File: config.mk
export PLATFORM = sky130hd
export DESIGN_NAME = sound_cmd_flat
export DESIGN_NICKNAME = d
export VERILOG_FILES = /design/src/garegga_map_pkg.sv /design/src/garegga_io_pkg.sv /design/src/cpu_bus_if.sv /design/src/sound_cmd.sv /design/src/flat_wrapper.sv
export SDC_FILE = /design/constraint.sdc
export NUM_CORES = 1
export LEC_CHECK = 0
export ABC_CLOCK_PERIOD_IN_PS = 2300
export BUFFER_PORTS_ARGS = -buffer_cell sky130_fd_sc_hd__buf_2
export CORE_MARGIN = 4
export CORE_UTILIZATION = 37
export DETAILED_ROUTE_END_ITERATION = 7
export PLACE_DENSITY = 0.94
export SLEW_MARGIN = 10
export SYNTH_ARGS = -nofsm -noshare
export SYNTH_HDL_FRONTEND = slang
export SYNTH_SLANG_ARGS = --single-unit
File: constraint.sdc
create_clock -name clk96 -period 2.3 [get_ports clk96]
set_clock_uncertainty 0.05 [all_clocks]
set_input_delay 0.115 -clock clk96 [delete_from_list [all_inputs] [get_ports clk96]]
set_output_delay 0.115 -clock clk96 [all_outputs]
set_load 0.02 [all_outputs]
File: src/garegga_map_pkg.sv
// main cpu memory map of the garegga board, region bases, ram sizes and address views
package garegga_map_pkg;

    // region bases as byte addresses
    localparam logic [23:0] PAL_BASE    = 24'h400000;  // palette ram
    localparam logic [23:0] TXVRAM_BASE = 24'h500000;  // text vram

    // page codes, compared by the decoder only
    localparam logic [7:0]  GP9001_PAGE = 8'h30;   // 0x300000, top byte
    localparam logic [11:0] IO_PAGE     = 12'h21C; // 0x21C000, 4k i/o page
    localparam logic [7:0]  SOUND_PAGE  = 8'h60;   // 0x600000, top byte

    // word address widths of the video rams
    localparam int PAL_AW    = 11;  // 0x400000 - 0x400FFF
    localparam int TXVRAM_AW = 12;  // 0x500000 - 0x501FFF

    // region view, top byte picks the device, low 16 bits inside it
    typedef struct packed {
        logic [7:0]  top;
        logic [15:0] ofs;
    } region_view_t;

    // i/o view, 4k pages as on the real board
    typedef struct packed {
        logic [11:0] page;
        logic [11:0] ofs;
    } io_view_t;

    // one byte address, read either way
    typedef union packed {
        region_view_t region;
        io_view_t     io;
    } bus_addr_t;

    // one-hot select, at most one member set per cycle
    typedef struct packed {
        logic pal;
        logic txvram;
        logic gp9001;
        logic io;
        logic sound;
    } dev_sel_t;

endpackage

File: src/garegga_io_pkg.sv
// cabinet i/o offsets, game codes and video controller command codes
package garegga_io_pkg;

    // offsets inside the i/o page at 0x21C000
    localparam logic [11:0] IO_COINWORD = 12'h01C;  // coin counters, sample bank on kingdmgp
    localparam logic [11:0] IO_IN1      = 12'h020;  // player 1
    localparam logic [11:0] IO_IN2      = 12'h024;  // player 2
    localparam logic [11:0] IO_SYS      = 12'h028;  // coins, starts, test
    localparam logic [11:0] IO_DSWA     = 12'h02C;
    localparam logic [11:0] IO_DSWB     = 12'h030;
    localparam logic [11:0] IO_JMPR     = 12'h034;  // region jumpers
    localparam logic [11:0] IO_VCOUNT   = 12'h03C;  // video status

    // game codes
    localparam logic [7:0] GAME_GAREGGA  = 8'h00;
    localparam logic [7:0] GAME_SSTRIKER = 8'h01;
    localparam logic [7:0] GAME_KINGDMGP = 8'h02;

    // low address nibble of a video controller access
    localparam logic [3:0] GP_OFS_SET_PTR   = 4'h0;
    localparam logic [3:0] GP_OFS_RAM_H     = 4'h4;
    localparam logic [3:0] GP_OFS_RAM_L     = 4'h6;
    localparam logic [3:0] GP_OFS_SELECT    = 4'h8;
    localparam logic [3:0] GP_OFS_WRITE_REG = 4'hC;

    // video status bits, all active high in the word
    localparam int VS_HSYNC_BIT  = 15;
    localparam int VS_VSYNC_BIT  = 14;
    localparam int VS_FBLANK_BIT = 8;

    // command levels towards the video controller
    typedef struct packed {
        logic select_reg;
        logic write_reg;
        logic write_ram;
        logic set_ram_ptr;
    } gp_op_t;

endpackage

File: src/cpu_bus_if.sv
// one registered main cpu bus cycle, from the decoder to the devices
interface cpu_bus_if import garegga_map_pkg::*; ();

    logic        cyc;    // one cycle strobe
    logic        we;
    bus_addr_t   addr;   // byte address
    logic [15:0] wdata;
    logic [1:0]  be;     // {upper, lower}
    dev_sel_t    sel;    // valid with cyc

    modport decoder (
        output cyc,
        output we,
        output addr,
        output wdata,
        output be,
        output sel
    );

    modport device (
        input cyc,
        input we,
        input addr,
        input wdata,
        input be,
        input sel
    );

endinterface

File: src/sound_cmd.sv
// sound latch with sound cpu interrupt, and the sample bank register
module sound_cmd import garegga_io_pkg::*; (
    input  logic       clk96,
    input  logic       reset96,
    cpu_bus_if.device  bus,
    input  logic [7:0] game,
    output logic [7:0] sound_latch,
    output logic       z80_int,
    output logic [7:0] oki_bank
);

    logic latch_wr;
    logic bank_wr;

    assign latch_wr = bus.cyc & bus.sel.sound & bus.we;

    // only kingdmgp has a sample bank at the coin word
    assign bank_wr = bus.cyc & bus.sel.io & bus.we
                   & (bus.addr.io.ofs == IO_COINWORD)
                   & (game == GAME_KINGDMGP);

    always_ff @(posedge clk96 or posedge reset96) begin
        if (reset96) begin
            sound_latch <= 8'h00;
            z80_int     <= 1'b0;
            oki_bank    <= 8'h00;
        end else begin
            z80_int <= latch_wr;  // one cycle per command
            if (latch_wr) begin
                sound_latch <= bus.wdata[7:0];
            end
            if (bank_wr) begin
                oki_bank <= bus.wdata[7:0];
            end
        end
    end

endmodule

File: src/flat_wrapper.sv
// flat-port wrapper written by rule: the top's interface ports become plain ports
module sound_cmd_flat import garegga_io_pkg::*;
  (clk96, reset96, game, sound_latch, z80_int, oki_bank, bus_cyc, bus_we, bus_addr, bus_wdata, bus_be, bus_sel);
  cpu_bus_if bus_i ();
  input  logic clk96;
  input  logic reset96;
  input  logic [7:0] game;
  output logic [7:0] sound_latch;
  output logic z80_int;
  output logic [7:0] oki_bank;
  input wire logic [$bits(bus_i.cyc)-1:0] bus_cyc;
  input wire logic [$bits(bus_i.we)-1:0] bus_we;
  input wire logic [$bits(bus_i.addr)-1:0] bus_addr;
  input wire logic [$bits(bus_i.wdata)-1:0] bus_wdata;
  input wire logic [$bits(bus_i.be)-1:0] bus_be;
  input wire logic [$bits(bus_i.sel)-1:0] bus_sel;
  assign bus_i.cyc = bus_cyc;
  assign bus_i.we = bus_we;
  assign bus_i.addr = bus_addr;
  assign bus_i.wdata = bus_wdata;
  assign bus_i.be = bus_be;
  assign bus_i.sel = bus_sel;
  sound_cmd u_core (.clk96(clk96), .reset96(reset96), .bus(bus_i), .game(game), .sound_latch(sound_latch), .z80_int(z80_int), .oki_bank(oki_bank));
endmodule
# Word-level counts from Yosys, hierarchy flattened
# Cells that the tools add are included.
# totals
regBits,17
latchBits,0
ram_bits,0
rom_bits,0
word_cells,11
memories,0
# classes
add_sub_neg,0
mul,0
div,0
order_cmp,0
eq_ne,2
shifts,0
muxes,0
bitwise,6
reduce_logical,0
# op_table
operator,count
$eq A12 B5 Y1 const B,1
$eq A8 B2 Y1 const B,1
$and A1 B1 Y1,6

# Depth between registers and ports, before layout
# depth
word_depth,4
ltp_mapped,4
mapped_depth_nobuf,4

# Worst setup path before layout
# Ideal clock, no wire load.
# synth_timing
path_type,input -> register
startpoint,input port bus_addr[0]
endpoint,register u_core.oki_bank[0]
setup_time_ns,0.125
t_arrival_ns,1.132
setup_slack_ns,0.993
cell_stages,4
path_buffers,0
cell_sequence,nor4bb_1 nand4_2 nor2_8 mux2_4
# synth_between
elab_chain_len,3
# synth_rtl
element,line,rtl
start: declaration,flat_wrapper.sv:13,input wire logic [$bits(bus_i.addr)-1:0] bus_addr;
$eq A12 B5 Y1,sound_cmd.sv:19,& (bus.addr.io.ofs == IO_COINWORD)
$and A1 B1 Y1,sound_cmd.sv:19,
$and A1 B1 Y1,sound_cmd.sv:20,& (game == GAME_KINGDMGP);
end signal: assignment,sound_cmd.sv:33,oki_bank <= bus.wdata[7:0];
end: declaration,sound_cmd.sv:9,output logic [7:0] oki_bank
# Every way passes these cells.
# A chain may end at the register's enable or synchronous reset.

# Worst setup path after layout
# layout_timing
startpoint,input port bus_addr[11]
endpoint,register u_core.oki_bank[4]
# Same word-level chain as after synthesis.

==> summary.txt <==
Outcome
  • Result of the run: complete, no violations

CTS
  • Clock H-tree levels: 1
  • Number of buffers on the longest clock path: 2
  • Root Driver: sky130_fd_sc_hd__clkbuf_4
  • Number of buffers added to fix hold violations after cts: 1
  • Number of buffers added by the clock tree synthesis step: 3
  • Clock tree from TritonCTS: done
  • Clock slew seen by the registers of the worst setup and hold paths: around 90 ps
  • Setup Buffers After CTS: 0
  • Count of clock tree sinks: 17
  • Number of gates resized after CTS: 0
  • Clk_lat worst skew: 280 ps

Place
  • Estimated wirelength of the detail-placed design: 1390 um
  • Worst setup timing slack at the placement stage: 738 ps
  • PortBufs: 50
  • Standard cell area after detailed placement: 1040 um2
  • Final weighted congestion of routability-driven global placement: 0.598

GRT
  • Wire length of the first global-routing pass: 2580 um
  • Global-route total usage across every layer: 12.9%
  • Overflow left after global routing: 0
  • Number of global-route vias before repair: 616
  • Pin count of the biggest net entering global routing: 18
  • Number of antenna violations at the first check in global routing: 0

Routing
  • Wire length reported by the detailed router: 1640 um
  • Vias/cell: 4.62
  • Average routed wire per standard cell: between 10 and 15 um
  • Residual antenna-violating net count after detailed routing: 0
  • Overall via count from detail_route: 587
  • Residual DRC: 0
  • First drt pass iteration count: 1
  • Initial DRC count: 0

Synthesis
  • Count of unique library cells instantiated by Yosys: 11
  • Top cell type's share of synthesized area: 56.2%
  • Leading cell types by total area after synthesis: sky130_fd_sc_hd__dfrtp_1 (56%), sky130_fd_sc_hd__mux2_4 (16%), sky130_fd_sc_hd__mux2_2 (12%)
  • Mux contribution to synthesized area: between 20% and 30%
  • Combinational family with the most area after synthesis: multiplexers
  • Area leader, netlist: sky130_fd_sc_hd__dfrtp_1
  • Post-Synth XOR/XNOR Area: 0%
  • Syn_area_per_cell: 16.8 um2
  • Synthesized-area fraction occupied by and/or/nand/nor cells: ~15%
  • Synth Cell Area: about 760 um2
  • Post-synth net total: 104
  • Ys Warns: 0
  • FF+latch count, synth: 17
  • Post-synthesis compound-gate area fraction: 0%
  • Gate count after technology mapping: 45
  • Register area share after synthesis: 56.2%
  • Post-synthesis share of cell area spent on full adders, half adders and majority gates: 0%

STA
  • Maximum clock frequency: ~800 MHz
  • Unrepaired setup endpoints after global routing: false
  • Setup slack after layout: 1050 ps
  • Relative slew margins: 58.6%
  • Least-Margin Pin Slew: 620 ps
  • Shortest clock period the worst path allows after layout: 1250 ps
  • Max Slew Vio Count: 0
  • Setup_tns: 0 ps
  • Worst Hold Slack: approximately 28 ps
  • Final period util: between 50% and 60%
  • Final number of hold-violating endpoints: 0
  • Setup Viol. Count Final: 0

Pwr
  • Leakage power figure: 0.617 nW
  • Worst ir drop on vdd: 268 uV
  • Total power per unit cell area: 575 nW/um2

Final layout
  • Layout cell share with drive strength beyond 1: 75.0%
  • Most common library cell in the layout ignoring fill and taps: sky130_fd_sc_hd__buf_2
  • Final antenna diode count: 0
  • Commonest non-fill, non-tap cells in the layout: sky130_fd_sc_hd__buf_2 (50), sky130_fd_sc_hd__dfrtp_1 (17), sky130_fd_sc_hd__mux2_4 (8), sky130_fd_sc_hd__mux2_2 (8)
  • Core utilization of the finished layout: 54.9%
  • Area of all placed cells without fillers: 1080 um2
  • Synthesis-to-layout area growth: 42.3%
  • Number of nets in the final layout: 160

Floorplan
  • Ports placed on the boundary: 76
  • Row count: 16
  • Floorplan Core Area: 1960 um2
  • Die boundary width: 53.2 um
  • Starting utilization of the core area: 38.6%
  • Die span in y: 53.2 um
  • Die ar.: 2830 um2

Critical path
  • Endpoint class of the critical path: register
  • Nature of the critical path startpoint: primary input
  • Endpoint of the worst-slack reg-to-reg timing path: u_core.oki_bank[3]
  • Type of the worst setup path: primary input to register
  • Worst reg2reg path startpoint: u_core.oki_bank[3]
  • Logic depth of the worst register-to-register path: 1
  • R2R Setup Slk: 1470 ps
  • Critical Path Start: bus_addr[11]
  • CP Capture Point: u_core.oki_bank[4]
  • Data required time of the critical path: 2410 ps
  • Largest fanout of any net on the critical path: 8
  • Worst EP arrival: 1360 ps

Min path
  • Worst min-delay path class: primary input to register

Flow run
  • # Max-Cap Violations: 0
==> cell type report <==
type / count / area [um2]
fill: 189 / 885
sequential: 17 / 425
multi-input combinational: 26 / 324
timing repair buffer: 51 / 260
tap: 27 / 33.8
clock buffer: 4 / 26.3
inverter: 2 / 7.51
==> worst min path at each step <==
stage	from	endpoint	slack, ps	depth (start not counted)
after global routing	bus_wdata[0]	u_core.oki_bank[0]	10	2
after detailed placement	reset96	u_core.oki_bank[2]	170	2
after floorplan	reset96	u_core.oki_bank[0]	-9	1
after CTS	bus_wdata[7]	u_core.oki_bank[7]	10	2
final	bus_wdata[7]	u_core.oki_bank[7]	30	2
after global placement	reset96	u_core.oki_bank[2]	150	2
==> cell usage after synthesis <==
cell type	instances
sky130_fd_sc_hd__inv_1	2
sky130_fd_sc_hd__nor4bb_1	1
sky130_fd_sc_hd__dfrtp_1	17
sky130_fd_sc_hd__mux2_2	8
sky130_fd_sc_hd__nor3_1	1
sky130_fd_sc_hd__nor2_1	1
sky130_fd_sc_hd__mux2_4	8
sky130_fd_sc_hd__nor4b_2	3
sky130_fd_sc_hd__nand3_1	1
sky130_fd_sc_hd__nand4_2	2
sky130_fd_sc_hd__nor2_8	1
==> cells by family (layout without fill, tap and decap cells) <==
group | Yosys count | after routing
DFF | 17 | 17
and+or+nand+nor | 10 | 10
buffers and inverters | 2 | 57
muxes | 16 | 16
==> report_power, final <==
part	internal (mW)	total (mW)	switching, mW
registers	0.326	0.336	0.0107
logic	0.0638	0.136	0.0721
clock network	0.0672	0.147	0.0801
total	0.457	0.620	0.163
==> per-stage QoR <==
step                      power [mW]  std cells
after floorplan                0.415         45
after global placement         0.475        122
after detailed placement       0.480        122
after CTS                      0.634        127
after global routing           0.655        127
final                          0.620        127
==> flip-flops by register name, summed over array words and instances (netlist names) <==
name / flops
u_core.sound_latch: 8
u_core.z80_int: 1
u_core.oki_bank: 8
==> layer usage <==
metal  GRT usage (%)  part of all wire (%)
met5               0                     0
met1            13.6                    37
met2            23.9                    50
met3            2.25                    12
met4            6.38                     0
==> critical path, cell delays in order <==
cell and delay, ps:
sky130_fd_sc_hd__buf_2 100, sky130_fd_sc_hd__nor4b_2 320, sky130_fd_sc_hd__nand4_2 210, sky130_fd_sc_hd__nor2_8 280, sky130_fd_sc_hd__mux2_4 330
Power figures use the tool's default switching activity.
