==> config.mk <==
export PLATFORM = sky130hd
export DESIGN_NAME = gp9001_cmd_flat
export DESIGN_NICKNAME = d
export VERILOG_FILES = /design/src/garegga_map_pkg.sv /design/src/garegga_io_pkg.sv /design/src/cpu_bus_if.sv /design/src/gp9001_cmd.sv /design/src/flat_wrapper.sv
export SDC_FILE = /design/constraint.sdc
export NUM_CORES = 1
export LEC_CHECK = 0
export BUFFER_PORTS_ARGS = -buffer_cell sky130_fd_sc_hd__buf_2
export CORE_MARGIN = 3
export CORE_UTILIZATION = 32
export CTS_BUF_LIST = sky130_fd_sc_hd__clkbuf_4 sky130_fd_sc_hd__clkbuf_8
export DETAILED_ROUTE_END_ITERATION = 8
export PLACE_DENSITY = 0.76
export REMOVE_ABC_BUFFERS = 1
export SYNTH_ARGS = -nofsm -noshare
export SYNTH_HDL_FRONTEND = slang
export SYNTH_SLANG_ARGS = --single-unit
==> constraint.sdc <==
create_clock -name clk96 -period 0.84 [get_ports clk96]
set_clock_uncertainty 0.2 [all_clocks]
set_input_delay 0.126 -clock clk96 [delete_from_list [all_inputs] [get_ports clk96]]
set_output_delay 0.126 -clock clk96 [all_outputs]
set_load 0.02 [all_outputs]
==> src/garegga_map_pkg.sv <==
// main cpu memory map of the garegga board, region bases, ram sizes and address views
package garegga_map_pkg;

    // region bases as byte addresses
    localparam logic [23:0] PAL_BASE    = 24'h400000;  // palette ram
    localparam logic [23:0] TXVRAM_BASE = 24'h500000;  // text vram

    // page codes, compared by the decoder only
    localparam logic [7:0]  GP9001_PAGE = 8'h30;   // 0x300000, top byte
    localparam logic [11:0] IO_PAGE     = 12'h21C; // 0x21C000, 4k i/o page
    localparam logic [7:0]  SOUND_PAGE  = 8'h60;   // 0x600000, top byte

    // word address widths of the video rams
    localparam int PAL_AW    = 11;  // 0x400000 - 0x400FFF
    localparam int TXVRAM_AW = 12;  // 0x500000 - 0x501FFF

    // region view, top byte picks the device, low 16 bits inside it
    typedef struct packed {
        logic [7:0]  top;
        logic [15:0] ofs;
    } region_view_t;

    // i/o view, 4k pages as on the real board
    typedef struct packed {
        logic [11:0] page;
        logic [11:0] ofs;
    } io_view_t;

    // one byte address, read either way
    typedef union packed {
        region_view_t region;
        io_view_t     io;
    } bus_addr_t;

    // one-hot select, at most one member set per cycle
    typedef struct packed {
        logic pal;
        logic txvram;
        logic gp9001;
        logic io;
        logic sound;
    } dev_sel_t;

endpackage

==> src/garegga_io_pkg.sv <==
// cabinet i/o offsets, game codes and video controller command codes
package garegga_io_pkg;

    // offsets inside the i/o page at 0x21C000
    localparam logic [11:0] IO_COINWORD = 12'h01C;  // coin counters, sample bank on kingdmgp
    localparam logic [11:0] IO_IN1      = 12'h020;  // player 1
    localparam logic [11:0] IO_IN2      = 12'h024;  // player 2
    localparam logic [11:0] IO_SYS      = 12'h028;  // coins, starts, test
    localparam logic [11:0] IO_DSWA     = 12'h02C;
    localparam logic [11:0] IO_DSWB     = 12'h030;
    localparam logic [11:0] IO_JMPR     = 12'h034;  // region jumpers
    localparam logic [11:0] IO_VCOUNT   = 12'h03C;  // video status

    // game codes
    localparam logic [7:0] GAME_GAREGGA  = 8'h00;
    localparam logic [7:0] GAME_SSTRIKER = 8'h01;
    localparam logic [7:0] GAME_KINGDMGP = 8'h02;

    // low address nibble of a video controller access
    localparam logic [3:0] GP_OFS_SET_PTR   = 4'h0;
    localparam logic [3:0] GP_OFS_RAM_H     = 4'h4;
    localparam logic [3:0] GP_OFS_RAM_L     = 4'h6;
    localparam logic [3:0] GP_OFS_SELECT    = 4'h8;
    localparam logic [3:0] GP_OFS_WRITE_REG = 4'hC;

    // video status bits, all active high in the word
    localparam int VS_HSYNC_BIT  = 15;
    localparam int VS_VSYNC_BIT  = 14;
    localparam int VS_FBLANK_BIT = 8;

    // command levels towards the video controller
    typedef struct packed {
        logic select_reg;
        logic write_reg;
        logic write_ram;
        logic set_ram_ptr;
    } gp_op_t;

endpackage

==> src/cpu_bus_if.sv <==
// one registered main cpu bus cycle, from the decoder to the devices
interface cpu_bus_if import garegga_map_pkg::*; ();

    logic        cyc;    // one cycle strobe
    logic        we;
    bus_addr_t   addr;   // byte address
    logic [15:0] wdata;
    logic [1:0]  be;     // {upper, lower}
    dev_sel_t    sel;    // valid with cyc

    modport decoder (
        output cyc,
        output we,
        output addr,
        output wdata,
        output be,
        output sel
    );

    modport device (
        input cyc,
        input we,
        input addr,
        input wdata,
        input be,
        input sel
    );

endinterface

==> src/gp9001_cmd.sv <==
// video controller command levels and write data, held until acknowledge
module gp9001_cmd import garegga_io_pkg::*; (
    input  logic        clk96,
    input  logic        reset96,
    cpu_bus_if.device   bus,
    input  logic        gp_ack,
    output gp_op_t      gp_op,
    output logic [15:0] gp_data
);

    logic   wr;
    logic   known;   // offset maps to a command
    gp_op_t new_op;

    assign wr = bus.cyc & bus.sel.gp9001 & bus.we;

    always_comb begin
        new_op = '0;
        known  = 1'b1;
        case (bus.addr.region.ofs[3:0])
            GP_OFS_SET_PTR:   new_op.set_ram_ptr = 1'b1;
            GP_OFS_RAM_H,
            GP_OFS_RAM_L:     new_op.write_ram   = 1'b1;  // either half goes to ram
            GP_OFS_SELECT:    new_op.select_reg  = 1'b1;
            GP_OFS_WRITE_REG: new_op.write_reg   = 1'b1;
            default:          known              = 1'b0;
        endcase
    end

    // a new write wins over an ack in the same cycle
    always_ff @(posedge clk96 or posedge reset96) begin
        if (reset96) begin
            gp_op <= '0;
        end else if (wr && known) begin
            gp_op <= new_op;
        end else if (gp_ack) begin
            gp_op <= '0;
        end
    end

    always_ff @(posedge clk96) begin
        if (wr && known) begin
            gp_data <= bus.wdata;
        end
    end

endmodule

==> src/flat_wrapper.sv <==
// flat-port wrapper written by rule: the top's interface ports become plain ports
module gp9001_cmd_flat import garegga_io_pkg::*;
  (clk96, reset96, gp_ack, gp_op, gp_data, bus_cyc, bus_we, bus_addr, bus_wdata, bus_be, bus_sel);
  cpu_bus_if bus_i ();
  input  logic clk96;
  input  logic reset96;
  input  logic gp_ack;
  output gp_op_t gp_op;
  output logic [15:0] gp_data;
  input wire logic [$bits(bus_i.cyc)-1:0] bus_cyc;
  input wire logic [$bits(bus_i.we)-1:0] bus_we;
  input wire logic [$bits(bus_i.addr)-1:0] bus_addr;
  input wire logic [$bits(bus_i.wdata)-1:0] bus_wdata;
  input wire logic [$bits(bus_i.be)-1:0] bus_be;
  input wire logic [$bits(bus_i.sel)-1:0] bus_sel;
  assign bus_i.cyc = bus_cyc;
  assign bus_i.we = bus_we;
  assign bus_i.addr = bus_addr;
  assign bus_i.wdata = bus_wdata;
  assign bus_i.be = bus_be;
  assign bus_i.sel = bus_sel;
  gp9001_cmd u_core (.clk96(clk96), .reset96(reset96), .bus(bus_i), .gp_ack(gp_ack), .gp_op(gp_op), .gp_data(gp_data));
endmodule
Word level (Yosys, flattened, before mapping)
Index checks and enable logic that the tools add are counted.
W data, S select, Z words.
- reductions and logical operators: 5
- bitwise operators: 2
- multiplexer cells: 7
- equality and inequality tests: 4
- operator list (cell ; count):
    $eq A4 B3 Y1 const B ; 2
    $eq A4 B4 Y1 const B ; 2
    $mux W4 ; 2
    $mux W1 ; 5
    $reduce_or A5 Y1 ; 1
    $logic_not A4 Y1 ; 1
    $and A1 B1 Y1 ; 2
    $reduce_bool A2 Y1 ; 1
    $reduce_or A2 Y1 ; 1
    $logic_and A1 B1 Y1 ; 1
- register bits: 20
- output and inout port bits: 20
- word-level logic and storage cells: 23

Logic depth before layout (Yosys ltp)
- depth in word-level cells: 5
- mapped depth: 3
- mapped depth without buffers: 3

Least setup slack after synthesis
No wires, ideal clock.
- path kind: input-to-reg
- start: input bus_addr[3]
- end: register u_core.gp_data[0], enable pin
- data arrival time: 1.158 ns
- library setup time: 0.394 ns
- setup slack: -0.912 ns
- stages: 2
- path through: nand2b_1 a21oi_1
- word-level cells in the longest chain between the ends: 4
- elaborated cells between the ends (all ways): 8
- those cells by class: 4 x eq/ne; 1 x mux; 3 x reduce/logical
- ends and longest elaborated chain (item ; line ; text):
    from (decl) ; flat_wrapper.sv:12 ; input wire logic [$bits(bus_i.addr)-1:0] bus_addr;
    $eq A4 B3 Y1, or another cell as far along ; gp9001_cmd.sv:20 ; case (bus.addr.region.ofs[3:0])
    $reduce_or A5 Y1 (no source line) (*) ; -- ;
    $mux W1 (*) ; gp9001_cmd.sv:20 ;
    $logic_and A1 B1 Y1 (*) ; gp9001_cmd.sv:42 ; if (wr && known) begin
    to (signal assigned) ; gp9001_cmd.sv:43 ; gp_data <= bus.wdata;
    to (decl) ; gp9001_cmd.sv:8 ; output logic [15:0] gp_data
Every way passes the cells marked *; elsewhere a longest branch is shown, timed or not.
A chain may end at the register's enable or synchronous reset.

Worst setup path after layout
- start: register u_core.gp_data[11]
- end: output gp_data[11]
- RTL lines (item ; line ; text):
    to (decl) ; flat_wrapper.sv:9 ; output logic [15:0] gp_data;
No word-level cell between the ends.

==> reports/results.txt <==
RSZ-0062 raised after global routing: yes
Vias/cell: 4.39
crit path DAT: 840 ps
Critical Path End Type: output pin
Comb power frac: 0.102
setup_tns: -8180 ps
total gr overflow: 0
Max-Cap Viols: 0
multiplexer share of the synthesized area: 0
H-tree depth: 1
Util after Layout: 0.597
CP max-delay cell: edfxtp_1
Remaining DRCs: 0
Num CTS Buffers: 3
Leakage: 0.000539 uW
Max-Slew Margin vs Limit: 0.861
Max Clock Freq: 0.855 GHz
Adder-Cell Fraction of Synth Area: 0
Total GRT Usage: 0.103
CP Launch Type: flip-flop
WS Path Type: flip-flop to output pin
die width: 53.3 um
# IOs: 72
largest buffer count on any clock path: 2
Worst path top cell family by delay: flip-flops
num rows: 16
actual slew at the worst max-slew pin: 209 ps
Global Route met1 Usage: 0.114
largest cells by area after synthesis: edfxtp_1 (67%), dfrtp_1 (14%), a21oi_1 (3.5%)
Synth Instances: 41
Cell variety after synth: 15
hold path cells: 1
busiest layer in global routing: met2
core area: 2040 um2
share of total power in the clock network: 0.357
final WL: 1.52 mm
setup violators final: 40
number of flops mapped to enable cells by yosys: 16
cts hold-fix bufs: 1
clk_lat worst skew: 280 ps
Sw Pwr: 354 uW
CP required: 510 ps
synthesis-to-layout area growth: 70.0%
DRT Pass-1 Iters: 4
#FFs+latches synth: 20
Reg power frac: 0.541
global-route wire length before repair: 2.06 mm
Initial Utilization: 0.351
worst hold path class: input port to flip-flop
worst-path fanout max: 1
status: finished, violations left
n_diodes: 0
Hold Vio Cnt, Final: 19
GR met3 Demand/Resource: 0.0310
Async SR Flop Fraction: 0.200
cells on worst reg2reg path: 3
M2 GR Usage: 0.178
initial antenna violation count: 0
largest family of logic cells by synthesized area: simple AND/OR/NAND/NOR gates
Root Driver: clkbuf_4
sequential area share after synthesis: 0.810
clock sinks: 20
max-slew violations: 0
CTS tree: done
largest net degree at the start of global routing: 13
Clk pin slew, worst setup/hold paths: 100 ps
routability congestion estimate: 0.733
NumNets Final: 150
post-synthesis simple-gate area fraction: 0.113
maximum vdd drop: 992 uV
layout cells sized above 1: 0.639
crit-path cells: buf_6
slowest stage delay, CP: 410 ps
Syn. warnings: 0
die height: 53.3 um
most common cell in the netlist: edfxtp_1
failing checks: negative hold slack, negative setup slack
final period utilization: 1.39
Compound-Gate Fraction of Synth Area: 0.0663
DIE AREA: 2840 um2
DR vias: 544
power density cells: 1680 nW/um2
final worst path period need: 1170 ps
largest area contributor in the netlist: edfxtp_1
WHS: -185 ps
vias in the first global route: 521
Synth Area in XOR/XNOR: 0
Yosys top cell area share: 0.670
Syn Std Cell Area: 717 um2
DR WL/cell: 12.2 um
fin worst setup slack: -329 ps
buffers and inverters on the worst path: 1
antenna viol nets, final: 0
Avg Cell Area, Syn: 17.5 um2
top cells by count, synth: edfxtp_1 (16), a21oi_1 (5), dfrtp_1 (4), nand2b_1 (3)
I/O Buffers: 45
DRC violation total after the first TritonRoute iteration: 5
stages on the worst setup path: 1
switching share of power: 0.173
Synth Flop Type: edfxtp_1
Int Pwr: 1690 uW
flip-flops by register name (all words and copies together) (netlist names):
register and count:
u_core.gp_data 16, u_core.gp_op 4
placed cells by master (no fill, tap or decap):
cell and instances:
buf_6 18, nand2b_4 1, nor2_1 1, nand2b_1 2, a21oi_4 1, inv_1 2
o21ai_1 1, nor2b_1 1, a31o_1 1, nand4b_4 1, or2_2 1, edfxtp_1 16
and2_1 1, dlygate4sd3_1 1, bufinv_16 1, buf_2 30, a21oi_1 3, dfrtp_1 4
clkbuf_4 3, buf_4 3, a21oi_2 1, nand2_1 2, o311ai_2 1, or2_4 1
logic make-up (layout without fill, tap and decap cells):
family / count (synthesis) / count (layout)
AND/OR/NAND/NOR: 11 / 11
AO/OA/AOI/OAI: 8 / 8
buffers and inverters: 2 / 58
flip-flops: 20 / 20
timing repair:
item | 4_1_cts | 5_1_grt
pin swaps | 2 | 1
cloned | 1 | 0
setup endpoints to repair | 38 | 40
hold endpoints to repair | 23 | 19
setup buffers | 2 | 0
resized for setup | 18 | 21
power by group through the flow:
stage / sequential, uW / clock, uW / combinational (uW)
4_1_cts: 1100 / 742 / 195
6_report: 1110 / 729 / 208
3_5_place_dp: 1120 / 0 / 165
3_3_place_gp: 1120 / 0 / 161
5_1_grt: 1110 / 786 / 227
2_1_floorplan: 1160 / 0 / 33.2
stage by stage:
stage	area, um2	worst slack [ps]	instances	total power (uW)
2_1_floorplan	717	-912	41	1190
3_3_place_gp	998	-462	116	1280
3_5_place_dp	998	-468	116	1290
4_1_cts	1150	-336	124	2040
5_1_grt	1220	-364	124	2120
6_report	1220	-329	124	2040
cell type report:
| type | count | area, um2 |
|---|---|---|
| clock buffers | 3 | 22.5 |
| clock inverters | 1 | 30.0 |
| fillers | 183 | 823 |
| inverters | 2 | 7.51 |
| multi-input cells | 19 | 159 |
| flip-flops and latches | 20 | 581 |
| well taps | 27 | 33.8 |
| repair buffers | 52 | 385 |
per-layer routing:
| layer | vias to the layer above | wire, um |
|---|---|---|
| met5 | - | 0 |
| met4 | 0 | 27 |
| met3 | 2 | 167 |
| met2 | 36 | 772 |
| met1 | 242 | 550 |
| li1 | 264 | - |
worst paths after layout:
kind / from / slack [ps] / endpoint
hold reg to reg: u_core.gp_op[0]$_DFFE_PP0P_ / 370 / u_core.gp_op[0]$_DFFE_PP0P_
min in group asynchronous: reset96 / 50 / u_core.gp_op[0]$_DFFE_PP0P_
max in group asynchronous: reset96 / 250 / u_core.gp_op[3]$_DFFE_PP0P_
setup / recovery: u_core.gp_data[11]$_DFFE_PP_ / -330 / gp_data[11]
setup reg to reg: u_core.gp_op[3]$_DFFE_PP0P_ / -150 / u_core.gp_op[3]$_DFFE_PP0P_
hold / removal: bus_wdata[9] / -190 / u_core.gp_data[9]$_DFFE_PP_
Note: power is estimated with default switching activity, not from simulation.
