--- src/garegga_map_pkg.sv ---
// main cpu memory map of the garegga board, region bases, ram sizes and address views
package garegga_map_pkg;

    // region bases as byte addresses
    localparam logic [23:0] PAL_BASE    = 24'h400000;  // palette ram
    localparam logic [23:0] TXVRAM_BASE = 24'h500000;  // text vram

    // page codes, compared by the decoder only
    localparam logic [7:0]  GP9001_PAGE = 8'h30;   // 0x300000, top byte
    localparam logic [11:0] IO_PAGE     = 12'h21C; // 0x21C000, 4k i/o page
    localparam logic [7:0]  SOUND_PAGE  = 8'h60;   // 0x600000, top byte

    // word address widths of the video rams
    localparam int PAL_AW    = 11;  // 0x400000 - 0x400FFF
    localparam int TXVRAM_AW = 12;  // 0x500000 - 0x501FFF

    // region view, top byte picks the device, low 16 bits inside it
    typedef struct packed {
        logic [7:0]  top;
        logic [15:0] ofs;
    } region_view_t;

    // i/o view, 4k pages as on the real board
    typedef struct packed {
        logic [11:0] page;
        logic [11:0] ofs;
    } io_view_t;

    // one byte address, read either way
    typedef union packed {
        region_view_t region;
        io_view_t     io;
    } bus_addr_t;

    // one-hot select, at most one member set per cycle
    typedef struct packed {
        logic pal;
        logic txvram;
        logic gp9001;
        logic io;
        logic sound;
    } dev_sel_t;

endpackage

--- src/garegga_io_pkg.sv ---
// cabinet i/o offsets, game codes and video controller command codes
package garegga_io_pkg;

    // offsets inside the i/o page at 0x21C000
    localparam logic [11:0] IO_COINWORD = 12'h01C;  // coin counters, sample bank on kingdmgp
    localparam logic [11:0] IO_IN1      = 12'h020;  // player 1
    localparam logic [11:0] IO_IN2      = 12'h024;  // player 2
    localparam logic [11:0] IO_SYS      = 12'h028;  // coins, starts, test
    localparam logic [11:0] IO_DSWA     = 12'h02C;
    localparam logic [11:0] IO_DSWB     = 12'h030;
    localparam logic [11:0] IO_JMPR     = 12'h034;  // region jumpers
    localparam logic [11:0] IO_VCOUNT   = 12'h03C;  // video status

    // game codes
    localparam logic [7:0] GAME_GAREGGA  = 8'h00;
    localparam logic [7:0] GAME_SSTRIKER = 8'h01;
    localparam logic [7:0] GAME_KINGDMGP = 8'h02;

    // low address nibble of a video controller access
    localparam logic [3:0] GP_OFS_SET_PTR   = 4'h0;
    localparam logic [3:0] GP_OFS_RAM_H     = 4'h4;
    localparam logic [3:0] GP_OFS_RAM_L     = 4'h6;
    localparam logic [3:0] GP_OFS_SELECT    = 4'h8;
    localparam logic [3:0] GP_OFS_WRITE_REG = 4'hC;

    // video status bits, all active high in the word
    localparam int VS_HSYNC_BIT  = 15;
    localparam int VS_VSYNC_BIT  = 14;
    localparam int VS_FBLANK_BIT = 8;

    // command levels towards the video controller
    typedef struct packed {
        logic select_reg;
        logic write_reg;
        logic write_ram;
        logic set_ram_ptr;
    } gp_op_t;

endpackage

--- src/cpu_bus_if.sv ---
// one registered main cpu bus cycle, from the decoder to the devices
interface cpu_bus_if import garegga_map_pkg::*; ();

    logic        cyc;    // one cycle strobe
    logic        we;
    bus_addr_t   addr;   // byte address
    logic [15:0] wdata;
    logic [1:0]  be;     // {upper, lower}
    dev_sel_t    sel;    // valid with cyc

    modport decoder (
        output cyc,
        output we,
        output addr,
        output wdata,
        output be,
        output sel
    );

    modport device (
        input cyc,
        input we,
        input addr,
        input wdata,
        input be,
        input sel
    );

endinterface

--- src/cabinet_ports.sv ---
// cabinet inputs, dip switches and video status for reads of the i/o page
module cabinet_ports import garegga_io_pkg::*; (
    input  logic        clk96,
    input  logic        reset96,
    cpu_bus_if.device   bus,
    input  logic [7:0]  joystick1,
    input  logic [7:0]  joystick2,
    input  logic [1:0]  start_button,
    input  logic [1:0]  coin_input,
    input  logic        service,
    input  logic        dip_test,
    input  logic [7:0]  dipsw_a,
    input  logic [7:0]  dipsw_b,
    input  logic [7:0]  dipsw_c,
    input  logic        hsync,
    input  logic        vsync,
    input  logic        fblank,
    input  logic [8:0]  v,
    output logic [15:0] io_q
);

    logic [15:0] vstat;
    logic [7:0]  sys_lo;
    logic [15:0] word;

    // frame inputs are active high, the board wants active low
    // and direction bits in reverse order
    function automatic logic [7:0] player_byte(input logic [7:0] joy);
        player_byte = {1'b0, ~joy[6] | ~joy[7], ~joy[5] | ~joy[7], ~joy[4] | ~joy[7],
                       ~joy[0], ~joy[1], ~joy[2], ~joy[3]};
    endfunction

    assign sys_lo = {1'b0, ~start_button[1], ~start_button[0], ~coin_input[1],
                     ~coin_input[0], ~dip_test, 1'b0, ~service};

    always_comb begin
        vstat                = 16'hFF00;
        vstat[VS_HSYNC_BIT]  = hsync;   // low during sync
        vstat[VS_VSYNC_BIT]  = vsync;
        vstat[VS_FBLANK_BIT] = fblank;
        vstat[7:0]           = v[8] ? 8'hFF : v[7:0];  // saturates past line 255
    end

    always_comb begin
        case (bus.addr.io.ofs)
            IO_IN1:    word = {2{player_byte(joystick1)}};
            IO_IN2:    word = {2{player_byte(joystick2)}};
            IO_SYS:    word = {dipsw_c, sys_lo};
            IO_DSWA:   word = {2{dipsw_a}};
            IO_DSWB:   word = {2{dipsw_b}};
            IO_JMPR:   word = {2{dipsw_c}};
            IO_VCOUNT: word = vstat;
            default:   word = 16'h0000;
        endcase
    end

    always_ff @(posedge clk96 or posedge reset96) begin
        if (reset96) begin
            io_q <= 16'h0000;
        end else if (bus.cyc && bus.sel.io && !bus.we) begin
            io_q <= word;
        end
    end

endmodule

--- src/flat_wrapper.sv ---
// flat-port wrapper written by rule: the top's interface ports become plain ports
module cabinet_ports_flat import garegga_io_pkg::*;
  (clk96, reset96, joystick1, joystick2, start_button, coin_input, service, dip_test, dipsw_a, dipsw_b, dipsw_c, hsync, vsync, fblank, v, io_q, bus_cyc, bus_we, bus_addr, bus_wdata, bus_be, bus_sel);
  cpu_bus_if bus_i ();
  input  logic clk96;
  input  logic reset96;
  input  logic [7:0] joystick1;
  input  logic [7:0] joystick2;
  input  logic [1:0] start_button;
  input  logic [1:0] coin_input;
  input  logic service;
  input  logic dip_test;
  input  logic [7:0] dipsw_a;
  input  logic [7:0] dipsw_b;
  input  logic [7:0] dipsw_c;
  input  logic hsync;
  input  logic vsync;
  input  logic fblank;
  input  logic [8:0] v;
  output logic [15:0] io_q;
  input wire logic [$bits(bus_i.cyc)-1:0] bus_cyc;
  input wire logic [$bits(bus_i.we)-1:0] bus_we;
  input wire logic [$bits(bus_i.addr)-1:0] bus_addr;
  input wire logic [$bits(bus_i.wdata)-1:0] bus_wdata;
  input wire logic [$bits(bus_i.be)-1:0] bus_be;
  input wire logic [$bits(bus_i.sel)-1:0] bus_sel;
  assign bus_i.cyc = bus_cyc;
  assign bus_i.we = bus_we;
  assign bus_i.addr = bus_addr;
  assign bus_i.wdata = bus_wdata;
  assign bus_i.be = bus_be;
  assign bus_i.sel = bus_sel;
  cabinet_ports u_core (.clk96(clk96), .reset96(reset96), .bus(bus_i), .joystick1(joystick1), .joystick2(joystick2), .start_button(start_button), .coin_input(coin_input), .service(service), .dip_test(dip_test), .dipsw_a(dipsw_a), .dipsw_b(dipsw_b), .dipsw_c(dipsw_c), .hsync(hsync), .vsync(vsync), .fblank(fblank), .v(v), .io_q(io_q));
endmodule
--- config.mk ---
export PLATFORM = sky130hd
export DESIGN_NAME = cabinet_ports_flat
export DESIGN_NICKNAME = d
export VERILOG_FILES = /design/src/garegga_map_pkg.sv /design/src/garegga_io_pkg.sv /design/src/cpu_bus_if.sv /design/src/cabinet_ports.sv /design/src/flat_wrapper.sv
export SDC_FILE = /design/constraint.sdc
export NUM_CORES = 1
export LEC_CHECK = 0
export BUFFER_PORTS_ARGS = -buffer_cell sky130_fd_sc_hd__buf_2
export CORE_MARGIN = 2
export CORE_UTILIZATION = 37
export DETAILED_ROUTE_END_ITERATION = 10
export PLACE_DENSITY_LB_ADDON = 0.15
export SLEW_MARGIN = 20
export SYNTH_ARGS = -nofsm -noshare
export SYNTH_HDL_FRONTEND = slang
export SYNTH_SLANG_ARGS = --single-unit
--- constraint.sdc ---
create_clock -name clk96 -period 1.05 [get_ports clk96]
set_clock_uncertainty 0.15 [all_clocks]
set_input_delay 0.1575 -clock clk96 [delete_from_list [all_inputs] [get_ports clk96]]
set_output_delay 0.1575 -clock clk96 [all_outputs]
set_load 0.03 [all_outputs]
## Word level (Yosys, flattened, before mapping)

Cells that the tools add are included.

| word-level totals | value |
|---|---|
| logic and storage cells | 41 |
| bits in registers | 16 |
| input bits | 109 |

| operators by class | value |
|---|---|
| bitwise operators | 28 |
| equality and inequality tests | 7 |
| muxes and demuxes | 2 |
| reductions and logical operators | 3 |

Operator list:

| operator | count |
|---|---|
| $pmux W16 S7 | 1 |
| $eq A12 B6 Y1 const B | 7 |
| $not A1 Y1 | 22 |
| $mux W8 | 1 |
| $or A1 B1 Y1 | 6 |
| $logic_and A1 B1 Y1 | 2 |
| $logic_not A1 Y1 | 1 |

## Longest topological paths before layout

Gate-level depths: netlist (run 1).

| depth | value |
|---|---|
| depth after elaboration | 3 |
| depth in mapped cells | 7 |
| mapped depth without buffers | 5 |

## Least setup slack after synthesis (run 1)

No wires, ideal clock.

| path | value |
|---|---|
| path type | in2reg |
| from | in bus_addr[9] |
| to | reg u_core.io_q[1] |
| required time | 0.796 ns |
| setup time | 0.104 ns |
| arrival | 1.563 ns |
| buffers on the path | 0 |
| cell stages on the path | 5 |
| setup slack | -0.767 ns |
| path through | or4_4 > nor4_4 > nand2_1 > a2111o_1 > o311ai_1 |

| between the ends | value |
|---|---|
| longest elaborated chain between the ends | 2 |
| elaborated cells on any way between the ends | 8 |
| those cells by class | eq/ne (7); mux (1) |

RTL lines:

| what | line | RTL |
|---|---|---|
| start: declaration | flat_wrapper.sv:23 | `input wire logic [$bits(bus_i.addr)-1:0] bus_addr;` |
| $eq A12 B6 Y1 | cabinet_ports.sv:45 | `case (bus.addr.io.ofs)` |
| $pmux W16 S7 * | cabinet_ports.sv:45 |  |
| end signal: assignment | cabinet_ports.sv:61 | `io_q <= word;` |
| end: declaration | cabinet_ports.sv:19 | `output logic [15:0] io_q` |

Mark *: on every way between the ends. The rest lies on a longest branch, timed or not.
A chain may end at the register's enable or synchronous reset.

## Final worst setup path (run 1)

| path | value |
|---|---|
| from | in bus_addr[9] |
| to | reg u_core.io_q[9] |

Same word-level chain as after synthesis.

==> qor.txt, run 1 <==
=================================================================================
Via count of the first global-routing pass                                   1786
Setup repair after global routing missed its margin                          true
Height of the die                                                         63.9 um
Critical R2R Capture                                                 u_core.io_q[13]
Cells along the critical path                                        buf_6 > or4_4 > buf_4 > nor2_4 > nand3_1 > or3_1 > nand3_1
Max Clk Rate                                                              633 MHz
Largest reg by FF count                                               u_core.io_q
Routed vias/inst                                                             5.36
Pin count of the biggest net entering global routing                           17
Required time of the critical path                                        1.13 ns
Die width                                                                 63.9 um
Antenna violations before repair                                                0
DRT Wirelength                                                            4900 um
Number of antenna diodes                                                        0
Routed len/inst                                                           14.1 um
Count of flip-flops with a built-in enable after synthesis                      0
H-tree level count                                                              1
Sequential group share of total power                                       44.4%
Total grt overflow                                                              0
Most common library cell in the layout ignoring fill and taps        sky130_fd_sc_hd__buf_2
Number of cells produced by synthesis                                         167
Finished Layout Cells                                                         348
Register-to-register path setup slack                                     0.04 ns
Initial standard-cell utilization of the core                               39.2%
Logic gate share of total power                                             32.1%
Worst path buffer plus inverter count                                           2
Total setup violations reported at the end of the flow                         32
Total routing resource utilization after global routing                     24.5%
Post-Syn Nets                                                                 276
Fraction of power spent switching nets                                      29.0%
Hold worst-path end                                                  u_core.io_q[6]
Setup crit start kind                                                   input pin
Failing checks                                                       setup timing
Cells after DPL                                                               332
Category of the worst setup path capture point                               flop
Standard cell with the maximum stage delay on the critical path      sky130_fd_sc_hd__or4_4
Max-slew violation count                                                        0
Total via count in the routed design                                         1864
Distinct cell type count of the synthesized netlist                            40
Leakage power                                                             1.15 nW
Transition time at the pin with the least slew margin                    0.460 ns
Smallest setup slack after layout                                       -0.530 ns
Buffer cell driving the clock tree root                              sky130_fd_sc_hd__clkbuf_4
Final min period                                                          1.58 ns
Max FFs per register                                                           16
Final TNS setup                                                          -8.50 ns
Die ar.                                                                 4090 um^2
Maximum clock path buffer count                                                 2
Final core utilization                                                      72.4%
Drt first-iter violations                                                      94
Final layout net count                                                        413
Peak supply drop                                                           670 uV
Clock net sink count                                                           16
Path depth of the worst reg2reg path                                            4
Detailed placer's ending HPWL                                             3820 um
Fraction of power consumed by the clock network                             23.5%
Worst setup path class                                               input pin to flop
Slew margin rel.                                                            69.3%
Number of buffers inserted during clock tree synthesis                          3
Top delay family on crit path                                        simple AND/OR/NAND/NOR gates
Top fanout value on the critical path                                           3
Final RePlAce weighted congestion                                           0.877
Final hold viol count                                                           0
Post-detailed-route count of antenna-violating nets                             0
Worst Min Path Start                                                   dipsw_a[6]
Most common flop cell mapped by yosys                                sky130_fd_sc_hd__dfrtp_1
Library cell appearing most often on the critical path               sky130_fd_sc_hd__nand3_1
Share of async-settable or async-resettable flops after synthesis            100%
Synthesized area per cell                                               7.96 um^2
Cell internal power dissipation                                          0.985 mW
Number of I/O pins                                                            125
Source-to-sink clock delay at the later pin of the worst-skew pair        0.29 ns
Most frequent cells in the layout                                    72 x sky130_fd_sc_hd__buf_2, 39 x sky130_fd_sc_hd__buf_4, 28 x sky130_fd_sc_hd__nand2_1
Buffers added on ports                                                         90
Slowest stage delay, CP                                                   0.56 ns
Core region area                                                        3390 um^2
Switching Power                                                          0.403 mW
Result of the run                                                    complete, but fails checks
Power density cells                                                   566 nW/um^2
Fraction of final layout cells sized beyond drive strength 1                55.0%
DRC viols                                                                       0
Drt pass-1 iters                                                                4
Worst hold margin                                                       0.0152 ns
First-pass GRT wire length                                                8050 um
Count of cells along the worst hold path                                        3
Clk slew on worst S/H paths                                               0.09 ns
Top Registers                                                        u_core.io_q: 16 flops
Final period utilization                                                     151%
Arrival time at the worst endpoint                                        1.66 ns
Area added between synthesis and finish                                     84.6%
Hold WC Path Type                                                    input pin to flop
Startpoint of the lowest-slack register-to-register path             u_core.io_q[13]
Combined area of all synthesized cells                                  1330 um^2
Seq/Total Area, Yosys                                                       30.1%
Register bit total from synthesis                                              16
Synthesis Warnings                                                              0
Max-capacitance violation count                                                 0
TritonCTS clock tree                                                        built
Number of rows in the core area                                                21
=================================================================================
## Yosys cell counts (3+ instances only)
cell type	number	area (um^2)
sky130_fd_sc_hd__a21oi_1	10	50.1
sky130_fd_sc_hd__a221oi_1	7	61.3
sky130_fd_sc_hd__a22o_1	4	35.0
sky130_fd_sc_hd__a22oi_1	5	37.5
sky130_fd_sc_hd__buf_6	3	33.8
sky130_fd_sc_hd__clkbuf_1	3	11.3
sky130_fd_sc_hd__dfrtp_1	16	400
sky130_fd_sc_hd__nand2_1	28	105
sky130_fd_sc_hd__nand3_1	3	15.0
sky130_fd_sc_hd__nand3b_1	7	52.6
sky130_fd_sc_hd__nor2_1	7	26.3
sky130_fd_sc_hd__nor3_1	3	15.0
sky130_fd_sc_hd__o211ai_1	8	60.1
sky130_fd_sc_hd__o21ai_0	28	140
sky130_fd_sc_hd__or3_1	3	18.8
## cell type report
class,count,area (um^2)
clock buffer,3,22.5
fill,287,937
inverter,3,11.3
multi-input combinational,140,973
sequential,16,400
tap,46,57.6
timing repair buffer,140,987
## tightest hold or removal path: cells and delay by family
kind	cells	cell delay (ns)
compound gates	2	0.18
buf+inv	1	0.09
## kinds of logic after synthesis
family / count (synthesis) / synth area share [%]
buffers and inverters: 11 / 5.27
AOI/OAI and AO/OA: 72 / 35.2
DFF: 16 / 30.1
and+or+nand+nor: 67 / 28.6
muxes: 1 / 0.753
## routing by layer
metal / share of wire (%) / up-vias / global-route usage (%) / wire length (um)
li1: - / 920 / - / -
met1: 40 / 875 / 30.4 / 1980
met2: 52 / 63 / 43.6 / 2570
met3: 5.9 / 6 / 5.63 / 289
met4: 1.3 / 0 / 4.08 / 63
met5: 0 / - / 0 / 0
## how the worst max path moves through the flow
stage,depth (start not counted),startpoint,to,slack (ns)
floorplan,5,bus_addr[10],u_core.io_q[8],-0.64
global placement,6,bus_addr[10],u_core.io_q[1],-0.83
detailed placement,6,bus_addr[10],u_core.io_q[8],-0.87
CTS,6,bus_addr[9],u_core.io_q[8],-0.51
global route,6,bus_addr[9],u_core.io_q[8],-0.57
finish,7,bus_addr[9],u_core.io_q[9],-0.53
## power groups by stage
stage	registers [mW]	clock network, mW	logic (mW)
after floorplan	0.628	0	0.162
after global placement	0.628	0	0.411
after detailed placement	0.628	0	0.416
after CTS	0.616	0.331	0.431
after global routing	0.616	0.373	0.492
final	0.616	0.326	0.446
## metrics by stage
step / area (um^2) / worst slack (ns) / power (mW)
floorplan: 1360 / -0.644 / 0.790
global placement: 2100 / -0.827 / 1.04
detailed placement: 2100 / -0.872 / 1.04
CTS: 2330 / -0.510 / 1.38
global route: 2450 / -0.569 / 1.48
finish: 2450 / -0.530 / 1.39
## repair_timing
item / CTS / global route
setup buffers: 3 / 8
pin swaps: 7 / 10
gates resized for setup: 55 / 13
setup endpoints to repair: 32 / 32
endpoints found under the hold margin: 16 / 0
hold buffers: 1 / 0
gates cloned: 1 / 0
Power figures use the tool's default switching activity.
==> inputs of run 2 (changes only) <==
- SKIP_LAST_GASP: default -> 1
==> run 2 against run 1 <==
Sequential share of layout area rose by 0.12 points. Largest cell class unchanged. Final area decreased by 0.71%. The flow still finishes with violations (setup timing). Sequential power hardly changed. Combinational power about the same. Flip-flop and latch count unchanged. Via count fell by 1.7%. Utilization down 0.52 points. Total power fell by 0.29%.
==> qor.txt, run 2 (same netlist as run 1, synthesis figures left out) <==
=================================================================================
Top Registers                                                        u_core.io_q: 16 flops
Antenna violations before repair                                                0
Most crowded layer after global routing                                      met2
Total routing resource utilization after global routing                     24.6%
Instance area after placement                                           2100 um^2
Die width                                                                 63.9 um
Final layout net count                                                        413
Buffer cell driving the clock tree root                              sky130_fd_sc_hd__clkbuf_4
Initial standard-cell utilization of the core                               39.2%
Final min period                                                          1.58 ns
DRC viols                                                                       0
Max Clk Rate                                                              634 MHz
Maximum clock path buffer count                                                 2
H-tree level count                                                              1
Final RePlAce weighted congestion                                           0.877
TritonCTS clock tree                                                        built
Setup crit start kind                                                   input pin
Cell internal power dissipation                                          0.982 mW
Met3 capacity usage during global routing                                   5.63%
Detailed placer's ending HPWL                                             3820 um
Core region area                                                        3390 um^2
First-pass GRT wire length                                                8050 um
Area added between synthesis and finish                                     83.2%
Failing checks                                                       setup timing
Switching Power                                                          0.401 mW
Top fanout value on the critical path                                           3
Die ar.                                                                 4090 um^2
Buffers added on ports                                                         90
Fraction of power consumed by the clock network                             23.4%
Pin count of the biggest net entering global routing                           17
Largest reg by FF count                                               u_core.io_q
Routed len/inst                                                           14.3 um
Minimum setup slack after placement                                     -0.872 ns
Hold WC Path Type                                                    input pin to flop
Max FFs per register                                                           16
Number of antenna diodes                                                        0
Drt first-iter violations                                                     104
Clk slew on worst S/H paths                                               0.09 ns
Worst setup path class                                               input pin to flop
Drt pass-1 iters                                                                5
Setup repair after global routing missed its margin                          true
Result of the run                                                    complete, but fails checks
Sequential group share of total power                                       44.5%
Total setup violations reported at the end of the flow                         32
Most common library cell in the layout ignoring fill and taps        sky130_fd_sc_hd__buf_2
Post-detailed-route count of antenna-violating nets                             0
Via count of the first global-routing pass                                   1791
Slew margin rel.                                                            68.9%
Layout filler cell count                                                      292
Fraction of final layout cells sized beyond drive strength 1                54.6%
Leakage power                                                             1.14 nW
Height of the die                                                         63.9 um
Routed vias/inst                                                             5.27
Required time of the critical path                                        1.13 ns
DRT Wirelength                                                            4960 um
Smallest setup slack after layout                                       -0.527 ns
Number of rows in the core area                                                21
Max-slew violation count                                                        0
Number of buffers inserted during clock tree synthesis                          3
Number of I/O pins                                                            125
Final period utilization                                                     150%
Arrival time at the worst endpoint                                        1.66 ns
Max-capacitance violation count                                                 0
Final hold viol count                                                           0
Category of the worst setup path capture point                               flop
Clock net sink count                                                           16
Peak supply drop                                                           579 uV
Source-to-sink clock delay at the later pin of the worst-skew pair        0.29 ns
Worst hold margin                                                       0.0186 ns
Total grt overflow                                                              0
Transition time at the pin with the least slew margin                    0.467 ns
Met1 Resource Use GR                                                        30.3%
Finished layout cell area                                               2430 um^2
Met2 usage in global routing                                                43.9%
Power density cells                                                   568 nW/um^2
Fraction of power spent switching nets                                      29.0%
Most frequent cells in the layout                                    72 x sky130_fd_sc_hd__buf_2, 42 x sky130_fd_sc_hd__buf_4, 28 x sky130_fd_sc_hd__nand2_1
Logic gate share of total power                                             32.1%
Total via count in the routed design                                         1833
=================================================================================
[run 2: changes by cell type in the layout (fill, tap and decap cells not counted)]
| cell | before | now |
|---|---|---|
| sky130_fd_sc_hd__buf_4 | 39 | 42 |
| sky130_fd_sc_hd__buf_6 | 27 | 24 |
| sky130_fd_sc_hd__nor3_1 | 2 | 1 |
| sky130_fd_sc_hd__nor3_2 | 0 | 1 |
| sky130_fd_sc_hd__o21ai_1 | 8 | 9 |
| sky130_fd_sc_hd__o21ai_2 | 4 | 3 |
| sky130_fd_sc_hd__o311ai_1 | 1 | 2 |
| sky130_fd_sc_hd__o311ai_2 | 1 | 0 |
[run 2: repair_timing]
item,4_1_cts,5_1_grt
setup endpoints to repair,32,32
pin swaps,7,10
hold endpoints to repair,16,0
hold buffers,1,0
setup buffers,3,8
cloned,1,0
gates resized for setup,52,12
[run 2: layer usage]
metal	wire length (um)	up-vias
li1	-	922
met1	2000	843
met2	2570	60
met3	286	8
met4	100	0
met5	0	-
[run 2: final timing paths]
path,slack (ns),cells after the start,startpoint,end
hold reg to reg,0.38,2,u_core.io_q[4],u_core.io_q[4]
setup reg to reg,0.04,4,u_core.io_q[13],u_core.io_q[13]
setup / recovery,-0.53,7,bus_addr[9],u_core.io_q[9]
max in group asynchronous,0.31,4,reset96,u_core.io_q[1]
hold / removal,0.02,3,dipsw_a[6],u_core.io_q[6]
min in group asynchronous,0.26,4,reset96,u_core.io_q[13]
[run 2: area by class of cell]
class | instances | area (um^2) | share of cell area, %
Multi-Input combinational cell | 140 | 967 | 39.7
Timing Repair Buffer | 140 | 976 | 40.1
Tap cell | 46 | 57.6 | 2.36
Inverter | 3 | 11.3 | 0.462
Clock buffer | 3 | 22.5 | 0.925
Sequential cell | 16 | 400 | 16.4
[run 2: power groups by stage]
stage	combinational (mW)	clock, mW	sequential (mW)
floorplan	0.162	0	0.628
global placement	0.411	0	0.628
detailed placement	0.416	0	0.628
CTS	0.430	0.331	0.616
global route	0.491	0.363	0.616
finish	0.444	0.324	0.616
[run 2: worst max-delay path, stage by stage]
cell                      delay [ns]
sky130_fd_sc_hd__buf_6          0.09
sky130_fd_sc_hd__or4_4          0.56
sky130_fd_sc_hd__buf_4          0.17
sky130_fd_sc_hd__nor2_4         0.11
sky130_fd_sc_hd__nand3_1        0.12
sky130_fd_sc_hd__or3_1          0.36
sky130_fd_sc_hd__nand3_1        0.09
[run 2: per-stage QoR]
| step | power [mW] | cells | utilization [%] | TNS (ns) |
|---|---|---|---|---|
| final | 1.38 | 348 | 71.8 | -8.61 |
| after global routing | 1.47 | 348 | 71.8 | -9.89 |
| after CTS | 1.38 | 340 | 68.5 | -8.34 |
| after detailed placement | 1.04 | 332 | 62.0 | -12.59 |
| after global placement | 1.04 | 332 | 62.0 | -11.74 |
| after floorplan | 0.790 | 167 | - | -8.81 |
==> inputs of run 3 (changes only) <==
- CORE_MARGIN: 2 -> 4
- PLACE_DENSITY: default -> 0.81
- PLACE_DENSITY_LB_ADDON: 0.15 -> default
==> run 3 against run 2 <==
Non-clock buffer count grew 5. Combinational power about the same. Via count increased by 2.9%. Critical path depth shrank 1. Highest routed layer unchanged. The flow still finishes with violations (setup timing). Flip-flop and latch count unchanged. Critical endpoint is now u_core.io_q[1].
==> qor.txt, run 3 (same netlist as run 1, synthesis figures left out) <==
=================================================================================
Most frequent cells in the layout                                    72 x sky130_fd_sc_hd__buf_2, 48 x sky130_fd_sc_hd__buf_4, 28 x sky130_fd_sc_hd__nand2_1
Finished Layout Cells                                                         354
Clock net sink count                                                           16
H-tree level count                                                              1
Cell internal power dissipation                                           1.06 mW
Cells after DPL                                                               332
Fraction of power consumed by the clock network                             27.5%
Worst hold margin                                                       0.0222 ns
Leakage power                                                             1.16 nW
Antenna violations before repair                                                0
Slew margin rel.                                                            73.8%
Result of the run                                                    complete, but fails checks
Die width                                                                 67.9 um
Standard cell with the maximum stage delay on the critical path      sky130_fd_sc_hd__or4_4
Total grt overflow                                                              0
Most crowded layer after global routing                                      met2
Max Clk Rate                                                              620 MHz
Worst path buffer plus inverter count                                           1
Switching Power                                                          0.402 mW
Max-slew violation count                                                        0
Max-capacitance violation count                                                 0
DRT Wirelength                                                            5220 um
Number of rows in the core area                                                21
Setup repair after global routing missed its margin                          true
Max FFs per register                                                           16
Maximum clock path buffer count                                                 2
Pin count of the biggest net entering global routing                           20
Register-to-register path setup slack                                    -0.01 ns
Number of antenna diodes                                                        0
Total power after layout                                                  1.46 mW
Worst setup path class                                               input pin to flop
Routed len/inst                                                           14.7 um
Total via count in the routed design                                         1886
Cells along the critical path                                        buf_6 > or4_4 > nor4_4 > nand2_1 > a2111o_1 > o311ai_1
Buffer cell driving the clock tree root                              sky130_fd_sc_hd__clkbuf_4
Buffers added on ports                                                         90
Height of the die                                                         67.9 um
Post-detailed-route count of antenna-violating nets                             0
Logic gate share of total power                                             30.4%
Sequential group share of total power                                       42.1%
Fraction of final layout cells sized beyond drive strength 1                55.2%
Core region area                                                        3390 um^2
Setup crit start kind                                                   input pin
Final min period                                                          1.61 ns
Met3 capacity usage during global routing                                   4.93%
Met2 usage in global routing                                                41.0%
Final RePlAce weighted congestion                                           0.862
Hold WC Path Type                                                    input pin to flop
Power density cells                                                   599 nW/um^2
Total setup violations reported at the end of the flow                         32
Arrival time at the worst endpoint                                        1.65 ns
Via count of the first global-routing pass                                   1840
Final layout net count                                                        418
Number of I/O pins                                                            125
Top fanout value on the critical path                                           3
Largest reg by FF count                                               u_core.io_q
Number of buffers inserted during clock tree synthesis                          3
Final period utilization                                                     154%
Instance area after placement                                           2090 um^2
Top delay family on crit path                                        simple AND/OR/NAND/NOR gates
Detailed placer's ending HPWL                                             3990 um
Most common library cell in the layout ignoring fill and taps        sky130_fd_sc_hd__buf_2
Drt pass-1 iters                                                                5
Peak supply drop                                                           822 uV
DRC viols                                                                       0
Finished layout cell area                                               2440 um^2
Total routing resource utilization after global routing                     22.4%
Routed vias/inst                                                             5.33
Top Registers                                                        u_core.io_q: 16 flops
Clk slew on worst S/H paths                                               0.09 ns
Drt first-iter violations                                                      80
Die ar.                                                                 4610 um^2
Transition time at the pin with the least slew margin                    0.393 ns
Area added between synthesis and finish                                     83.8%
Slowest stage delay, CP                                                   0.56 ns
TritonCTS clock tree                                                        built
Minimum setup slack after placement                                     -0.830 ns
First-pass GRT wire length                                                7990 um
Final hold viol count                                                           0
Required time of the critical path                                        1.09 ns
Final TNS setup                                                          -9.69 ns
Smallest setup slack after layout                                       -0.562 ns
Failing checks                                                       setup timing
Met1 Resource Use GR                                                        26.9%
Initial standard-cell utilization of the core                               39.2%
Fraction of power spent switching nets                                      27.5%
Final core utilization                                                      72.1%
Category of the worst setup path capture point                               flop
Source-to-sink clock delay at the later pin of the worst-skew pair        0.28 ns
=================================================================================
-- run 3: cell types whose count changed in the layout (fill, tap and decap cells not counted), sizes merged --
cell and delta:
buf +5, clkbuf +1
-- run 3: worst paths after layout --
kind	from	end	depth (start not counted)
max	bus_addr[9]	u_core.io_q[1]	6
min	dipsw_a[4]	u_core.io_q[4]	3
max reg2reg	u_core.io_q[3]	u_core.io_q[3]	3
min reg2reg	u_core.io_q[14]	u_core.io_q[14]	2
max in group asynchronous	reset96	u_core.io_q[9]	4
min in group asynchronous	reset96	u_core.io_q[12]	4
-- run 3: layout make-up --
cell class,instances,area [um^2]
inverter,3,12.5
clock buffer,4,36.3
fill,269,947
sequential,16,400
tap,46,57.6
multi-input combinational,140,935
timing repair buffer,145,1000
-- run 3: per-layer routing --
metal,wire [um],part of all wire [%],up-vias
li1,-,-,930
met2,2710,52,74
met3,398,7.6,6
met1,2060,39,876
met4,51,0.98,0
met5,0,0,-
-- run 3: power groups by stage --
stage | Sequential (mW) | Clock [mW] | Combinational (mW)
after floorplan | 0.628 | 0 | 0.162
after global placement | 0.628 | 0 | 0.408
after detailed placement | 0.628 | 0 | 0.416
after CTS | 0.616 | 0.410 | 0.435
after global routing | 0.616 | 0.459 | 0.488
final | 0.616 | 0.403 | 0.444
-- run 3: what timing repair did --
item,4_1_cts,5_1_grt
buffers inserted,9,8
endpoints found under the hold margin,16,0
endpoints found under the setup margin,32,32
resized for setup,55,3
pin swaps,10,5
hold buffers,1,0
-- run 3: worst min-delay path: stages --
cell and delay (ns):
sky130_fd_sc_hd__buf_2 0.09, sky130_fd_sc_hd__a221oi_1 0.07, sky130_fd_sc_hd__o21ai_1 0.11
